**src/design/fanin_cfg_pkg.sv**
```systemverilog
`default_nettype none

package fanin_cfg_pkg;

  ////////////////////////////////////////////////////////////////////////////
  // stream sizes
  ////////////////////////////////////////////////////////////////////////////

  // number of merged input streams
  localparam int NUM_FANIN = 4;

  // payload width of one beat
  localparam int DATA_WIDTH = 32;

  // bits needed to name one input channel
  localparam int CHAN_W = 2;

  ////////////////////////////////////////////////////////////////////////////
  // shared types
  ////////////////////////////////////////////////////////////////////////////

  typedef logic [CHAN_W-1:0] chan_t;
  typedef logic [DATA_WIDTH-1:0] data_t;

endpackage

`default_nettype wire

```
**src/design/fanin_arb_pkg.sv**
```systemverilog
`default_nettype none

package fanin_arb_pkg;

  ////////////////////////////////////////////////////////////////////////////
  // arbiter states
  ////////////////////////////////////////////////////////////////////////////

  // ARB_RELEASE is the one-cycle gap after a packet end
  typedef enum logic [1:0] {
    ARB_IDLE    = 2'd0,
    ARB_GRANT   = 2'd1,
    ARB_RELEASE = 2'd2
  } arb_state_t;

  ////////////////////////////////////////////////////////////////////////////
  // packet length limit
  ////////////////////////////////////////////////////////////////////////////

  // longer source packets get cut here
  localparam int MAX_BEATS = 16;

  // wide enough for MAX_BEATS - 1
  localparam int BEAT_CNT_W = 5;

endpackage

`default_nettype wire

```
**src/design/fanin_prio_encoder.sv**
```systemverilog
`timescale 1ns/1ps
`default_nettype none

// highest channel index wins
module fanin_prio_encoder (
  input  wire logic [fanin_cfg_pkg::NUM_FANIN-1:0] tvalid,
  output fanin_cfg_pkg::chan_t                     prio_chan,
  output logic                                     prio_any
);

  // scan from the top index down and keep the first valid channel
  always_comb begin
    prio_chan = '0;
    prio_any  = 1'b0;
    for (int i = fanin_cfg_pkg::NUM_FANIN - 1; i >= 0; i--) begin
      if (!prio_any && tvalid[i]) begin
        prio_chan = fanin_cfg_pkg::chan_t'(i);
        prio_any  = 1'b1;
      end
    end
  end

endmodule

`default_nettype wire

```
**src/design/fanin_arb_fsm.sv**
```systemverilog
`timescale 1ns/1ps
`default_nettype none

module fanin_arb_fsm (
  input  wire logic           m_axis_clk,
  input  wire logic           m_axis_rst,

  // request side
  input  fanin_cfg_pkg::chan_t prio_chan,
  input  wire logic           prio_any,

  // beat accept and packet end info
  input  wire logic           take,
  input  wire logic           beat_last,
  input  wire logic           at_limit,

  // grant
  output fanin_cfg_pkg::chan_t grant_chan,
  output logic                grant_active
);

  fanin_arb_pkg::arb_state_t state;
  fanin_arb_pkg::arb_state_t state_next;

  logic pkt_end;

  // a packet ends on the source tlast or on the forced cut
  assign pkt_end = take && (beat_last || at_limit);

  //////////////////////////////////////////////////////////////////////////
  // next state
  //////////////////////////////////////////////////////////////////////////

  always_comb begin
    state_next = state;
    case (state)
      fanin_arb_pkg::ARB_IDLE: begin
        if (prio_any) begin
          state_next = fanin_arb_pkg::ARB_GRANT;
        end
      end
      fanin_arb_pkg::ARB_GRANT: begin
        if (pkt_end) begin
          state_next = fanin_arb_pkg::ARB_RELEASE;
        end
      end
      fanin_arb_pkg::ARB_RELEASE: begin
        state_next = fanin_arb_pkg::ARB_IDLE;
      end
      default: begin
        state_next = fanin_arb_pkg::ARB_IDLE;
      end
    endcase
  end

  //////////////////////////////////////////////////////////////////////////
  // state and grant registers
  //////////////////////////////////////////////////////////////////////////

  always_ff @(posedge m_axis_clk) begin
    if (m_axis_rst) begin
      state      <= fanin_arb_pkg::ARB_IDLE;
      grant_chan <= '0;
    end else begin
      state <= state_next;
      // winner is frozen for the whole packet
      if (state == fanin_arb_pkg::ARB_IDLE && prio_any) begin
        grant_chan <= prio_chan;
      end
    end
  end

  assign grant_active = (state == fanin_arb_pkg::ARB_GRANT);

  // grant must not move mid-packet
  grant_stable_a: assert property (
    @(posedge m_axis_clk) disable iff (m_axis_rst)
    (state == fanin_arb_pkg::ARB_GRANT) |=> $stable(grant_chan)
  );

  // output stage only accepts beats while a grant is held
  take_in_grant_a: assert property (
    @(posedge m_axis_clk) disable iff (m_axis_rst)
    take |-> (state == fanin_arb_pkg::ARB_GRANT)
  );

endmodule

`default_nettype wire

```
**src/design/fanin_beat_counter.sv**
```systemverilog
`timescale 1ns/1ps
`default_nettype none

module fanin_beat_counter (
  input  wire logic m_axis_clk,
  input  wire logic m_axis_rst,

  // accept strobe and source tlast of the granted channel
  input  wire logic take,
  input  wire logic beat_last,

  // high on the take of the MAX_BEATS-th beat
  output logic      at_limit
);

  logic [fanin_arb_pkg::BEAT_CNT_W-1:0] beat_cnt;

  // count holds the number of beats already taken in this packet
  assign at_limit = take && (int'(beat_cnt) == fanin_arb_pkg::MAX_BEATS - 1);

  always_ff @(posedge m_axis_clk) begin
    if (m_axis_rst) begin
      beat_cnt <= '0;
    end else if (take) begin
      if (beat_last || at_limit) begin
        // next beat starts a fresh packet
        beat_cnt <= '0;
      end else begin
        beat_cnt <= beat_cnt + 1'b1;
      end
    end
  end

  // cut must fire before the count can run past the limit
  cnt_bound_a: assert property (
    @(posedge m_axis_clk) disable iff (m_axis_rst)
    int'(beat_cnt) <= fanin_arb_pkg::MAX_BEATS - 1
  );

endmodule

`default_nettype wire

```
**src/design/fanin_out_reg.sv**
```systemverilog
`timescale 1ns/1ps
`default_nettype none

module fanin_out_reg (
  input  wire logic m_axis_clk,
  input  wire logic m_axis_rst,

  // grant from the FSM
  input  fanin_cfg_pkg::chan_t grant_chan,
  input  wire logic            grant_active,

  // all input streams
  input  wire logic [fanin_cfg_pkg::NUM_FANIN-1:0]                          s_axis_tvalid,
  input  wire logic [fanin_cfg_pkg::NUM_FANIN*fanin_cfg_pkg::DATA_WIDTH-1:0] s_axis_tdata,
  input  wire logic [fanin_cfg_pkg::NUM_FANIN-1:0]                          s_axis_tlast,

  // forced cut from the beat counter
  input  wire logic at_limit,

  output logic take,

  // master side
  output logic                 m_axis_tvalid,
  input  wire logic            m_axis_tready,
  output fanin_cfg_pkg::data_t m_axis_tdata,
  output logic                 m_axis_tlast,
  output fanin_cfg_pkg::chan_t m_axis_tuser
);

  fanin_cfg_pkg::data_t sel_data;
  logic                 sel_valid;
  logic                 sel_last;
  logic                 out_free;

  //////////////////////////////////////////////////////////////////////////
  // granted channel select
  //////////////////////////////////////////////////////////////////////////

  assign sel_data  = s_axis_tdata[grant_chan * fanin_cfg_pkg::DATA_WIDTH +: fanin_cfg_pkg::DATA_WIDTH];
  assign sel_valid = s_axis_tvalid[grant_chan];
  assign sel_last  = s_axis_tlast[grant_chan];

  // register empty or being drained this cycle
  assign out_free = !m_axis_tvalid || m_axis_tready;
  assign take     = grant_active && sel_valid && out_free;

  //////////////////////////////////////////////////////////////////////////
  // output register
  //////////////////////////////////////////////////////////////////////////

  always_ff @(posedge m_axis_clk) begin
    if (m_axis_rst) begin
      m_axis_tvalid <= 1'b0;
    end else if (take) begin
      m_axis_tvalid <= 1'b1;
    end else if (m_axis_tready) begin
      m_axis_tvalid <= 1'b0;
    end
  end

  always_ff @(posedge m_axis_clk) begin
    if (take) begin
      m_axis_tdata <= sel_data;
      m_axis_tlast <= sel_last || at_limit;
      m_axis_tuser <= grant_chan;
    end
  end

  // held beat must not change under back-pressure
  hold_stable_a: assert property (
    @(posedge m_axis_clk) disable iff (m_axis_rst)
    (m_axis_tvalid && !m_axis_tready) |=>
      (m_axis_tvalid && $stable(m_axis_tdata) && $stable(m_axis_tlast)
       && $stable(m_axis_tuser))
  );

endmodule

`default_nettype wire

```
**src/design/axis_fan_in.sv**
```systemverilog
`timescale 1ns/1ps
`default_nettype none

// four AXI-stream inputs merged onto one output, tuser carries the source
module axis_fan_in (
  input  wire logic m_axis_clk,
  input  wire logic m_axis_rst,

  // slave side, channel n at slice n
  input  wire logic [fanin_cfg_pkg::NUM_FANIN-1:0]                          s_axis_tvalid,
  output logic      [fanin_cfg_pkg::NUM_FANIN-1:0]                          s_axis_tready,
  input  wire logic [fanin_cfg_pkg::NUM_FANIN*fanin_cfg_pkg::DATA_WIDTH-1:0] s_axis_tdata,
  input  wire logic [fanin_cfg_pkg::NUM_FANIN-1:0]                          s_axis_tlast,

  // master side
  output logic                 m_axis_tvalid,
  input  wire logic            m_axis_tready,
  output fanin_cfg_pkg::data_t m_axis_tdata,
  output logic                 m_axis_tlast,
  output fanin_cfg_pkg::chan_t m_axis_tuser
);

  fanin_cfg_pkg::chan_t prio_chan;
  logic                 prio_any;
  fanin_cfg_pkg::chan_t grant_chan;
  logic                 grant_active;
  logic                 take;
  logic                 beat_last;
  logic                 at_limit;

  //////////////////////////////////////////////////////////////////////////
  // request and grant
  //////////////////////////////////////////////////////////////////////////

  fanin_prio_encoder prio_i (
    .tvalid    (s_axis_tvalid),
    .prio_chan (prio_chan),
    .prio_any  (prio_any)
  );

  fanin_arb_fsm arb_i (
    .m_axis_clk   (m_axis_clk),
    .m_axis_rst   (m_axis_rst),
    .prio_chan    (prio_chan),
    .prio_any     (prio_any),
    .take         (take),
    .beat_last    (beat_last),
    .at_limit     (at_limit),
    .grant_chan   (grant_chan),
    .grant_active (grant_active)
  );

  // source tlast of whichever channel holds the grant
  assign beat_last = s_axis_tlast[grant_chan];

  fanin_beat_counter cnt_i (
    .m_axis_clk (m_axis_clk),
    .m_axis_rst (m_axis_rst),
    .take       (take),
    .beat_last  (beat_last),
    .at_limit   (at_limit)
  );

  //////////////////////////////////////////////////////////////////////////
  // datapath
  //////////////////////////////////////////////////////////////////////////

  fanin_out_reg out_i (
    .m_axis_clk    (m_axis_clk),
    .m_axis_rst    (m_axis_rst),
    .grant_chan    (grant_chan),
    .grant_active  (grant_active),
    .s_axis_tvalid (s_axis_tvalid),
    .s_axis_tdata  (s_axis_tdata),
    .s_axis_tlast  (s_axis_tlast),
    .at_limit      (at_limit),
    .take          (take),
    .m_axis_tvalid (m_axis_tvalid),
    .m_axis_tready (m_axis_tready),
    .m_axis_tdata  (m_axis_tdata),
    .m_axis_tlast  (m_axis_tlast),
    .m_axis_tuser  (m_axis_tuser)
  );

  // one-hot ready, only the granted channel sees the accept
  for (genvar n = 0; n < fanin_cfg_pkg::NUM_FANIN; n++) begin : g_ready
    assign s_axis_tready[n] = take && (grant_chan == fanin_cfg_pkg::chan_t'(n));
  end

  tready_onehot_a: assert property (
    @(posedge m_axis_clk) disable iff (m_axis_rst)
    $onehot0(s_axis_tready)
  );

endmodule

`default_nettype wire

```
**config.mk**
```make
export PLATFORM = sky130hd
export DESIGN_NAME = axis_fan_in
export DESIGN_NICKNAME = d
export VERILOG_FILES = /design/src/design/fanin_cfg_pkg.sv /design/src/design/fanin_arb_pkg.sv /design/src/design/fanin_prio_encoder.sv /design/src/design/fanin_arb_fsm.sv /design/src/design/fanin_beat_counter.sv /design/src/design/fanin_out_reg.sv /design/src/design/axis_fan_in.sv
export SDC_FILE = /design/constraint.sdc
export NUM_CORES = 1
export LEC_CHECK = 0
export BUFFER_PORTS_ARGS = -buffer_cell sky130_fd_sc_hd__buf_2
export CELL_PAD_IN_SITES_DETAIL_PLACEMENT = 0
export CELL_PAD_IN_SITES_GLOBAL_PLACEMENT = 1
export CORE_UTILIZATION = 27
export DETAILED_ROUTE_END_ITERATION = 12
export PLACE_DENSITY = 0.82
export SYNTH_ARGS = -nofsm -noshare
export SYNTH_HDL_FRONTEND = slang
export SYNTH_SLANG_ARGS = --single-unit
```
**constraint.sdc**
```tcl
create_clock -name m_axis_clk -period 2.1 [get_ports m_axis_clk]
set_clock_uncertainty 0.2 [all_clocks]
set_input_delay 0.315 -clock m_axis_clk [delete_from_list [all_inputs] [get_ports m_axis_clk]]
set_output_delay 0.315 -clock m_axis_clk [all_outputs]
set_load 0.02 [all_outputs]
```
### After elaboration in Yosys (flattened, before gate mapping)

Cells that the tools add are included.

* register bits: 45
* latch bits: 0
* memory bits (writable): 0
* bits in read-only memories: 0
* input port bits: 139
* logic and storage cells: 57
* memories: 0

* $add $sub $neg: 1
* multipliers: 0
* divide/modulo/power cells: 0
* magnitude comparators: 1
* equality and inequality tests: 7
* shift operators: 1
* mux-type cells: 18
* bitwise logic cells: 0
* reductions and logical operators: 22

Operators with widths (count)
* $shiftx 128x8->32: 1
* $logic_and 1x1->1: 12
* $mux 2: 6
* $mux 1: 8
* $add 5x1->5 const B: 1
* $eq 5x5->1 const B: 1
* $mux 5: 1
* $bmux 1 s2: 2
* $eq 2x1->1 const B: 2
* $eq 2x2->1 const B: 2
* $logic_not 1->1: 4
* $logic_not 2->1: 2
* $pmux 2 s2: 1
* $lt 2x3->1 const B: 1
* $logic_or 1x1->1: 2
* $ne 2x1->1 const B: 1
* $ne 2x2->1 const B: 1
* $reduce_and 2->1: 1
* $reduce_bool 2->1: 1

### Longest topological paths before layout

Gate-level depths: netlist (run 1).

* depth in word-level cells: 12
* gate-level depth with buffers: 6
* mapped depth without buffers: 6

### Cells and area by module

A second synthesis (run 1) with hierarchy kept.

* cells, all modules: 138
* area total of the unflattened synthesis: 2616.3 um2

By module, submodules not included
* fanin_out_reg: times used 1, cells an instance 87, area an instance 2094.5 um2, sequential area each 1071.0 um2
* fanin_beat_counter: times used 1, cells an instance 25, area an instance 260.2 um2, sequential area each 100.1 um2
* fanin_arb_fsm: times used 1, cells an instance 17, area an instance 180.2 um2, sequential area each 80.1 um2
* axis_fan_in: times used 1, cells an instance 5, area an instance 57.6 um2, sequential area each 0.0 um2
* fanin_prio_encoder: times used 1, cells an instance 4, area an instance 23.8 um2, sequential area each 0.0 um2

### Worst setup path before layout (run 1)

OpenSTA, ideal clock, no wires.

* path type: flip-flop to output port
* from: reg arb_i.grant_chan[0]
* to: out s_axis_tready[1] (netlist name)
* arrival time: 1.706 ns
* data required time: 1.585 ns
* path slack: -0.121 ns
* stages on the path, launching flop included: 6
* cell sequence: dfxtp_1 -> mux4_2 -> nand3_4 -> inv_2 -> nand2_1 -> nor2_1

* cells in the longest elaborated chain, start to end: 5
* elaborated cells on any way between the ends: 6

RTL lines
* from (decl): line fanin_arb_fsm.sv:18 `output fanin_cfg_pkg::chan_t grant_chan,`
* from (signal assigned): line fanin_arb_fsm.sv:68 `grant_chan <= prio_chan;`
* $bmux 1 s2: line fanin_out_reg.sv:40 `assign sel_valid = s_axis_tvalid[grant_chan];`
* $mux 1 (implied by the code): line fanin_out_reg.sv:40
* $logic_and 1x1->1 (2 in a row): line fanin_out_reg.sv:45 `assign take = grant_active && sel_valid && out_free;`
* net arb_i.take: line fanin_arb_fsm.sv:13 `input wire logic take,`
* $logic_and 1x1->1: line axis_fan_in.sv:87 `assign s_axis_tready[n] = take && (grant_chan == fanin_cfg_pkg::chan_t'(n));`
* to (decl): line axis_fan_in.sv:11 `output logic [fanin_cfg_pkg::NUM_FANIN-1:0] s_axis_tready,`

The timed path passes the listed nets, and every way through them passes these cells. The select of a mux whose other input is x is not followed.

### Worst setup path after layout (run 1)

* from: reg arb_i.grant_chan[0]
* to: out s_axis_tready[3] (netlist name)

The elaborated chain is that of the path after synthesis.

==> impl_metrics.toml, run 1 <==
[status]
status = "finished, violations left"
failed_checks = "setup timing"

[critical_path]
worst_r2r_endpoint = "out_i.m_axis_tlast$_DFFE_PP_"
critPathSlowestCell = "mux4_2"
r2r_slack_ns = 0.09
critPathArrivalTime_ns = 1.63
cp-start-kind = "flop"
rr_worst_depth = 6
worstPathCellList = "mux4_2 -> nand3_4 -> inv_4 -> and3_4 -> buf_6"
cpPeakStageDelay_ns = 0.54
critPathKind = "flop to output port"
cp.required_ns = 1.58
r2r-start = "arb_i.grant_chan[0]$_SDFFE_PP0P_"
crit_path_max_fanout = 3
end_kind = "output port"

[global_route]
grt_max_degree = 42
overflow = 0
first_global_vias = 1846
grt_first_pass_wirelength_microns = 9170
grt_usage_pct = 13.8
antenna_found_initial = 1

[power_and_ir_drop]
switching_share_pct = 25.8
combPwrFrac_pct = 27.3
p_sw_uw = 606
pwr-share-clk_pct = 26.7
internal-power_mw = 1.75
ir_drop_uv = 263
p_leak_nw = 1.53
powerDensity_nw_per_um2 = 657
power_mw = 2.35
pwr-share-seq_pct = 46.0

[detailed_routing]
route.vias.total = 2000
drt-initial-drc-count = 59
via_per_inst = 4.67
first_pass_iters = 4
post-route-drc-count = 0
ant_nets = 0
wl_per_cell_microns = 15.1
routed_wl_microns = 6470

[finish]
drive_above_1_share_pct = 74.0
fin_util_pct = 42.9
syn2layout_area_growth_pct = 51.7
insertedDiodeCount = 0
fillCellCount = 818
nets = 463

[timing]
hold_viol = 0
final_critical_path_setup_slack_ns = -0.0454
drv_slew = 0
fmax_mhz = 466
min_period_ns = 2.15
finalSetupViolations = 3
rsz0062_at_grt = "yes"
slew_headroom_pct = 72.5
fin_crit_sh_pct = 102
worst_pin_slew_ns = 0.412

[floorplan]
pin_count = 179
rows = 33
die_x_microns = 95.5
fp.coreArea_sq_um = 8340
start_util_pct = 28.3
die-height_microns = 95.5
die_area_sq_um = 9110

[clock_network]
clkTransAtPathRegs_ns = 0.08
tritoncts = "done"
clock_path_buffers = 2
numCtsBuffers = 5
insertion_delay_ns = 0.29
root_buffer = "clkbuf_8"
cts-htree-levels = 2
cts-hold-fix-buffers = 0
cts_sinks = 45

[yosys]
syn_inst = 136
synthesis.area_sq_um = 2360
yosysWarnings = 0
postSynth.asyncResetShare_pct = 0
synth.distinct_cells = 30
ys_seq_area_share_pct = 53.1
syn_nets = 277
ys_ff_latch = 45
syn_avg_cell_area_sq_um = 17.3
synthFlopType = "edfxtp_1"
synth_edf_count = 35

[run]
drv_cap = 0

[worst_hold_path]
hold_path_startpoint = "m_axis_rst"
hold-path-endpoint = "arb_i.grant_chan[1]$_SDFFE_PP0P_"
hold_depth = 2
hp-class = "input pin to flop"

[placement]
place.port_buffers = 178
dp_hpwl_microns = 5100
pre_cts_ws_ns = 0.105
globalplace.congestion = 0.721
==> cell usage after synthesis (2+ instances only) <==
master / n / share of area [%]
buf_4: 3 / 0.95
and3_1: 2 / 0.53
edfxtp_1: 35 / 45
mux4_2: 34 / 32
a21oi_1: 6 / 1.3
buf_2: 2 / 0.42
dfxtp_1: 10 / 8.5
nand2_1: 8 / 1.3
clkbuf_1: 3 / 0.48
ha_1: 2 / 1.1
nor2_1: 4 / 0.64
a31oi_1: 2 / 0.53
inv_1: 2 / 0.32
nand3_1: 4 / 0.85
nand3b_1: 3 / 0.95
a21o_1: 2 / 0.64
==> cell usage in the layout, fill, tap and decap left out, types with 2 or more instances in the layout <==
cell / synthesis / routed
a21oi_1: 6 / 6
mux4_2: 34 / 34
a31oi_1: 2 / 2
nor2_1: 4 / 3
nand3_1: 4 / 4
nand2_1: 8 / 7
nand3b_1: 3 / 3
buf_6: 0 / 3
clkbuf_8: 0 / 5
edfxtp_1: 35 / 35
buf_4: 3 / 10
inv_1: 2 / 2
a21o_1: 2 / 2
dfxtp_1: 10 / 8
ha_1: 2 / 2
buf_2: 2 / 174
==> power groups by stage <==
stage	Combinational (mW)	Clock (mW)	Sequential (mW)
floorplan	0.300	0	1.18
global placement	0.617	0	1.10
detailed placement	0.628	0	1.11
CTS	0.644	0.649	1.08
global route	0.700	0.691	1.09
finish	0.642	0.628	1.08
==> worst max-delay path by stage <==
stage,startpoint,end,slack [ns],cells past startpoint
after global routing,arb_i.grant_chan[0]$_SDFFE_PP0P_,s_axis_tready[3],-0.1,5
after global placement,s_axis_tvalid[3],s_axis_tready[3],0.13,6
final,arb_i.grant_chan[0]$_SDFFE_PP0P_,s_axis_tready[3],-0.05,5
after CTS,arb_i.grant_chan[0]$_SDFFE_PP0P_,s_axis_tready[2],-0.04,5
after floorplan,arb_i.grant_chan[0]$_SDFFE_PP0P_,s_axis_tready[1],0.06,5
after detailed placement,s_axis_tvalid[3],out_i.m_axis_tlast$_DFFE_PP_,0.11,6
==> through the flow <==
step	hold WS (ns)	instance area [sq um]	setup TNS, ns	cells
6_report	0.115	3580	-0.0842	428
5_1_grt	0.110	3580	-0.309	428
4_1_cts	0.108	3550	-0.127	428
3_5_place_dp	0.248	3400	0	416
3_3_place_gp	0.251	3400	0	416
2_1_floorplan	0.232	2360	0	136
==> kinds of logic after synthesis <==
family                     Yosys count  synth area share (%)
AOI/OAI and AO/OA                   13                  3.24
adders and majority gates            2                  1.06
buffers and inverters               12                  2.49
DFF                                 45                  53.1
muxes                               35                  32.9
and+or+nand+nor                     29                  7.27
==> metal layers <==
layer	global-route usage (%)	wire length (microns)
met4	5.22	90
met3	3.19	565
met2	24.0	3380
met5	0	0
met1	16.4	2430
==> state kept, by name, summed over array words and instances (netlist names) <==
register and count:
out_i.m_axis_tdata 32, cnt_i.beat_cnt 5, arb_i.grant_chan 2, arb_i.state 2, out_i.m_axis_tuser 2, out_i.m_axis_tlast 1
out_i.m_axis_tvalid 1
==> worst max-delay path, delay by kind of cell (launching register included) <==
family | cells | cell delay (ns)
flip-flops | 1 | 0.35
multiplexers | 1 | 0.54
AND/OR/NAND/NOR | 2 | 0.28
buffers and inverters | 2 | 0.16
==> timing repair <==
action                                  CTS  global route
endpoints found under the setup margin    4             4
buffers inserted                          4             0
gates resized for setup                   4            10
==> layout make-up <==
type	instances	area (sq um)	area share (%)
flip-flops and latches	45	1260	35.1
multi-input cells	79	1070	29.9
repair buffers	188	1000	27.9
well taps	105	131	3.67
clock buffers	6	72.6	2.03
clock inverters	2	33.8	0.944
inverters	3	13.8	0.385
(Power assumes the default switching activity.)
==> run 2, diff against run 1 <==
Settings changed: ABC_AREA from default to 1, CORE_UTILIZATION 27 to 26, PLACE_DENSITY 0.82 to 0.83.
==> impl_metrics.toml, run 2 <==
[floorplan]
die-height_microns = 102
rows = 36
die_area_sq_um = 10400
die_x_microns = 102
pin_count = 179
fp.coreArea_sq_um = 9730
start_util_pct = 26.6

[global_route]
antenna_found_initial = 0
grt_usage_pct = 16.5
grt_max_degree = 40
grt_first_pass_wirelength_microns = 12900
overflow = 0
first_global_vias = 2598

[critical_path]
end_kind = "output port"
critPathSlowestCell = "dfxtp_2"
worst_r2r_endpoint = "out_i.m_axis_tuser[1]$_DFFE_PP_"
r2r_slack_ns = 0.17
cp-start-kind = "flop"
r2r-start = "arb_i.grant_chan[0]$_SDFFE_PP0P_"
cp.required_ns = 1.58
critPathMostFrequentCell = "nand2_1"
rr_worst_depth = 9
worstSetupEndpoint = "s_axis_tready[0]"
worstPathCellList = "inv_4 -> nand2_1 -> nand2_1 -> nand2_1 -> nand2_2 -> nand3_4 -> nor3_2 -> buf_2"
cpPeakStageDelay_ns = 0.36
worstSetupPathDepth = 8
critPathArrivalTime_ns = 1.44
critical_path.top_delay_family = "simple AND/OR/NAND/NOR gates"
crit_path_max_fanout = 8
cp_num_buf_inv = 2
critPathLaunch = "arb_i.grant_chan[0]$_SDFFE_PP0P_"
critPathKind = "flop to output port"

[yosys]
synthTopCellsByArea = "edfxtp_1, nand3_1, a22oi_1"
synth.largest_area_cell = "edfxtp_1"
synth_commonest_cells = "nand3_1, edfxtp_1, nand2_1, a22oi_1, inv_1"
ys_seq_area_share_pct = 48.3
synthFlopType = "edfxtp_1"
syn_avg_cell_area_sq_um = 8.75
yosysWarnings = 0
synth.distinct_cells = 28
syn_nets = 437
postSynth.asyncResetShare_pct = 0
syn_inst = 296
ys_ff_latch = 45
yosys.area.top_type_share_pct = 40.6
yosysMostFrequentCell = "nand3_1"
synthesis.area_sq_um = 2590
synth_edf_count = 35

[timing]
drv_slew = 0
min_period_ns = 1.95
slew_headroom_pct = 74.7
fin_crit_sh_pct = 93.0
rsz0062_at_grt = "no"
setup_tns_ns = 0
fmax_mhz = 512
final_critical_path_setup_slack_ns = 0.146
worst_pin_slew_ns = 0.379
finalSetupViolations = 0
hold_viol = 0

[placement]
place.port_buffers = 178
dp_hpwl_microns = 6750
globalplace.congestion = 0.845
pre_cts_ws_ns = 0.222

[detailed_routing]
drt-initial-drc-count = 88
via_per_inst = 4.81
post-route-drc-count = 0
routed_wl_microns = 8860
route.vias.total = 2913
first_pass_iters = 4
wl_per_cell_microns = 14.6
ant_nets = 0

[finish]
final_cell_mix = "buf_2, nand3_1, edfxtp_1, nand2_1, a22oi_1"
syn2layout_area_growth_pct = 45.6
layout_commonest_cell = "buf_2"
largest_reg_flops = 32
fillCellCount = 1043
largestRegisters = "out_i.m_axis_tdata (32), cnt_i.beat_cnt (5)"
nets = 613
insertedDiodeCount = 0
drive_above_1_share_pct = 46.3
max_flop_register = "out_i.m_axis_tdata"

[power_and_ir_drop]
ir_drop_uv = 427
powerDensity_nw_per_um2 = 932
p_leak_nw = 1.73

[clock_network]
root_buffer = "clkbuf_8"
clkTransAtPathRegs_ns = 0.09
cts_sinks = 45
clock_path_buffers = 2
cts-htree-levels = 2
numCtsBuffers = 5
insertion_delay_ns = 0.30
tritoncts = "done"

[run]
drv_cap = 0

[status]
status = "finished clean"

[worst_hold_path]
hp-class = "input pin to flop"
run 2: changes by cell type after synthesis, moves of 12 or more:
cell / previous run / this run
a22oi_1: 0 / 31
clkbuf_1: 3 / 15
inv_1: 2 / 17
mux4_2: 34 / 0
nand2_1: 8 / 34
nand3_1: 4 / 101
run 2: worst min path at each step:
| stage | from | endpoint | slack [ns] | depth (start not counted) |
|---|---|---|---|---|
| 6_report | m_axis_rst | arb_i.grant_chan[1]$_SDFFE_PP0P_ | 0.04 | 2 |
| 5_1_grt | m_axis_rst | arb_i.grant_chan[1]$_SDFFE_PP0P_ | 0.04 | 2 |
| 4_1_cts | m_axis_rst | arb_i.grant_chan[1]$_SDFFE_PP0P_ | 0.02 | 2 |
| 3_5_place_dp | arb_i.state[1]$_SDFFE_PP0P_ | arb_i.grant_chan[1]$_SDFFE_PP0P_ | 0.34 | 3 |
| 3_3_place_gp | arb_i.state[1]$_SDFFE_PP0P_ | arb_i.grant_chan[1]$_SDFFE_PP0P_ | 0.32 | 3 |
| 2_1_floorplan | m_axis_rst | arb_i.grant_chan[1]$_SDFFE_PP0P_ | 0.18 | 1 |
run 2: metrics by stage:
step	utilization [%]	std cells	hold slack (ns)	area [sq um]	power [mW]
finish	38.8	606	0.0411	3770	3.52
global route	38.8	606	0.0350	3770	3.77
CTS	38.4	603	0.0179	3740	3.55
detailed placement	37.5	595	0.344	3640	2.97
global placement	37.5	595	0.325	3640	2.93
floorplan	-	296	0.184	2590	2.37
run 2: what timing repair did:
| action | CTS | global route |
|---|---|---|
| setup buffers | 0 | 3 |
| hold buffers | 0 | 0 |
| resized for setup | 0 | 3 |
| endpoints found under the setup margin | 0 | 4 |
run 2: cell type report:
| cell class | count | area, sq um | share of cell area, % |
|---|---|---|---|
| Sequential cell | 45 | 1250 | 33.2 |
| Multi-Input combinational cell | 209 | 1160 | 30.7 |
| Timing Repair Buffer | 192 | 1020 | 27.2 |
| Tap cell | 133 | 166 | 4.41 |
| Inverter | 19 | 76.3 | 2.02 |
| Clock buffer | 5 | 68.8 | 1.82 |
| Clock inverter | 3 | 25.0 | 0.663 |
run 2: cell families after synthesis:
kind of cell	synth area share, %
simple gates	31.8
fa+ha+maj	0.966
buf+inv	7.34
flops	48.3
compound gates	11.6
run 2: power breakdown:
part	internal, mW	switching (mW)
logic	0.577	1.06
registers	1.25	0.0729
clock network	0.241	0.319
total	2.06	1.45
run 2: per-layer routing:
metal | vias up | global-route usage [%] | wire, microns
li1 | 1424 | - | -
met5 | - | 0 | 0
met4 | 0 | 5.16 | 159
met3 | 9 | 2.94 | 730
met1 | 1342 | 20.6 | 3670
met2 | 138 | 29.0 | 4300
run 2: worst reg2reg max path, delay by kind of cell (launching register included):
kind,cells,cell delay [ns]
buffers and inverters,4,0.67
flip-flops,1,0.36
AND/OR/NAND/NOR,5,0.40
==> run 3, diff against run 2 <==
Settings changed: CTS_BUF_LIST from default to sky130_fd_sc_hd__clkbuf_16.
==> impl_metrics.toml, run 3 (synthesis results as in run 2) <==
[finish]
nets = 613
layout_commonest_cell = "buf_2"
drive_above_1_share_pct = 46.3
multi_input_area_sq_um = 1160
max_flop_register = "out_i.m_axis_tdata"
insertedDiodeCount = 0
seq_area_sq_um = 1250
largest_reg_flops = 32
syn2layout_area_growth_pct = 47.8
largestRegisters = "out_i.m_axis_tdata (32), cnt_i.beat_cnt (5)"
stdcell_count = 606
final_cell_mix = "buf_2, nand3_1, edfxtp_1, nand2_1, a22oi_1"
fillCellCount = 1036

[timing]
whs_ns = 0.0603
rsz0062_at_grt = "no"
final_critical_path_setup_slack_ns = 0.161
slew_headroom_pct = 73.6
worst_pin_slew_ns = 0.395
finalSetupViolations = 0
drv_slew = 0
fin_crit_sh_pct = 92.3
min_period_ns = 1.94
setup_tns_ns = 0
hold_viol = 0
fmax_mhz = 516

[global_route]
overflow = 0
grt_first_pass_wirelength_microns = 12900
first_global_vias = 2599
grt_usage_pct = 16.5
antenna_found_initial = 0
grt_max_degree = 40

[critical_path]
end_kind = "output port"
crit_path_max_fanout = 8
critPathArrivalTime_ns = 1.42
cp.required_ns = 1.58
critPathKind = "flop to output port"
cp-start-kind = "flop"

[floorplan]
rows = 36
start_util_pct = 26.6
die_x_microns = 102
fp.coreArea_sq_um = 9730
die-height_microns = 102
pin_count = 179
die_area_sq_um = 10400

[detailed_routing]
ant_nets = 0
route.vias.total = 2906
first_pass_iters = 4
via_per_inst = 4.80
post-route-drc-count = 0
drt-initial-drc-count = 78
wl_per_cell_microns = 14.7
routed_wl_microns = 8920

[clock_network]
cts-htree-levels = 2
tritoncts = "done"
cts_sinks = 45
clock_path_buffers = 2
root_buffer = "clkbuf_16"
cts-hold-fix-buffers = 0
insertion_delay_ns = 0.28
clkTransAtPathRegs_ns = 0.07
numCtsBuffers = 5

[placement]
dp_hpwl_microns = 6750
pre_cts_ws_ns = 0.222
dp.cells = 595
globalplace.congestion = 0.845
place.port_buffers = 178

[power_and_ir_drop]
ir_drop_uv = 503
p_leak_nw = 1.75
powerDensity_nw_per_um2 = 979

[status]
status = "finished clean"

[worst_hold_path]
hp-class = "input pin to flop"

[run]
drv_cap = 0
[run 3: cell count changes in the layout (fill, tap and decap cells not counted)]
cell,delta
clkbuf_16,+5
clkbuf_8,-5
[run 3: what timing repair did]
action	in CTS	in global routing
gates resized for setup	0	3
setup buffers	0	3
setup endpoints to repair	0	2
hold endpoints to repair	0	0
[run 3: through the flow]
stage	instance area (sq um)	power, mW	utilization, %
finish	3830	3.75	39.4
global route	3830	4.01	39.4
CTS	3790	3.78	39.0
detailed placement	3640	2.97	37.5
global placement	3640	2.93	37.5
floorplan	2590	2.37	-
[run 3: layout make-up]
class | count | area share (%)
sequential | 45 | 32.7
multi-input combinational | 209 | 30.2
timing repair buffer | 192 | 26.8
tap | 133 | 4.35
clock buffer | 5 | 3.27
inverter | 19 | 1.99
clock inverter | 3 | 0.654
[run 3: final timing paths]
path,startpoint,endpoint,slack [ns],cells after the start
hold / removal,m_axis_rst,arb_i.grant_chan[1]$_SDFFE_PP0P_,0.06,2
setup reg to reg,arb_i.grant_chan[0]$_SDFFE_PP0P_,out_i.m_axis_tuser[1]$_DFFE_PP_,0.17,9
setup / recovery,arb_i.grant_chan[0]$_SDFFE_PP0P_,s_axis_tready[0],0.16,8
hold reg to reg,arb_i.state[0]$_SDFFE_PP0P_,arb_i.grant_chan[1]$_SDFFE_PP0P_,0.36,3
[run 3: critical path: stages, from the launching register on]
cell and delay [ns]:
dfxtp_2 0.35, inv_4 0.09, nand2_1 0.05, nand2_1 0.06, nand2_1 0.06, nand2_2 0.11, nand3_4 0.12, nor3_2 0.12
buf_2 0.18
[run 3: per-layer routing]
| metal | up-vias | track usage, % | part of all wire (%) |
|---|---|---|---|
| met4 | 0 | 4.84 | 0.93 |
| met2 | 134 | 29.1 | 49 |
| met1 | 1338 | 20.5 | 43 |
| met5 | - | 0 | 0 |
| met3 | 6 | 3.15 | 7.4 |
| li1 | 1428 | - | - |
[run 3: report_power, final]
group	switching, mW	total [mW]	internal (mW)
sequential	0.0732	1.32	1.25
combinational	1.06	1.64	0.577
clock	0.342	0.789	0.447
total	1.48	3.75	2.27
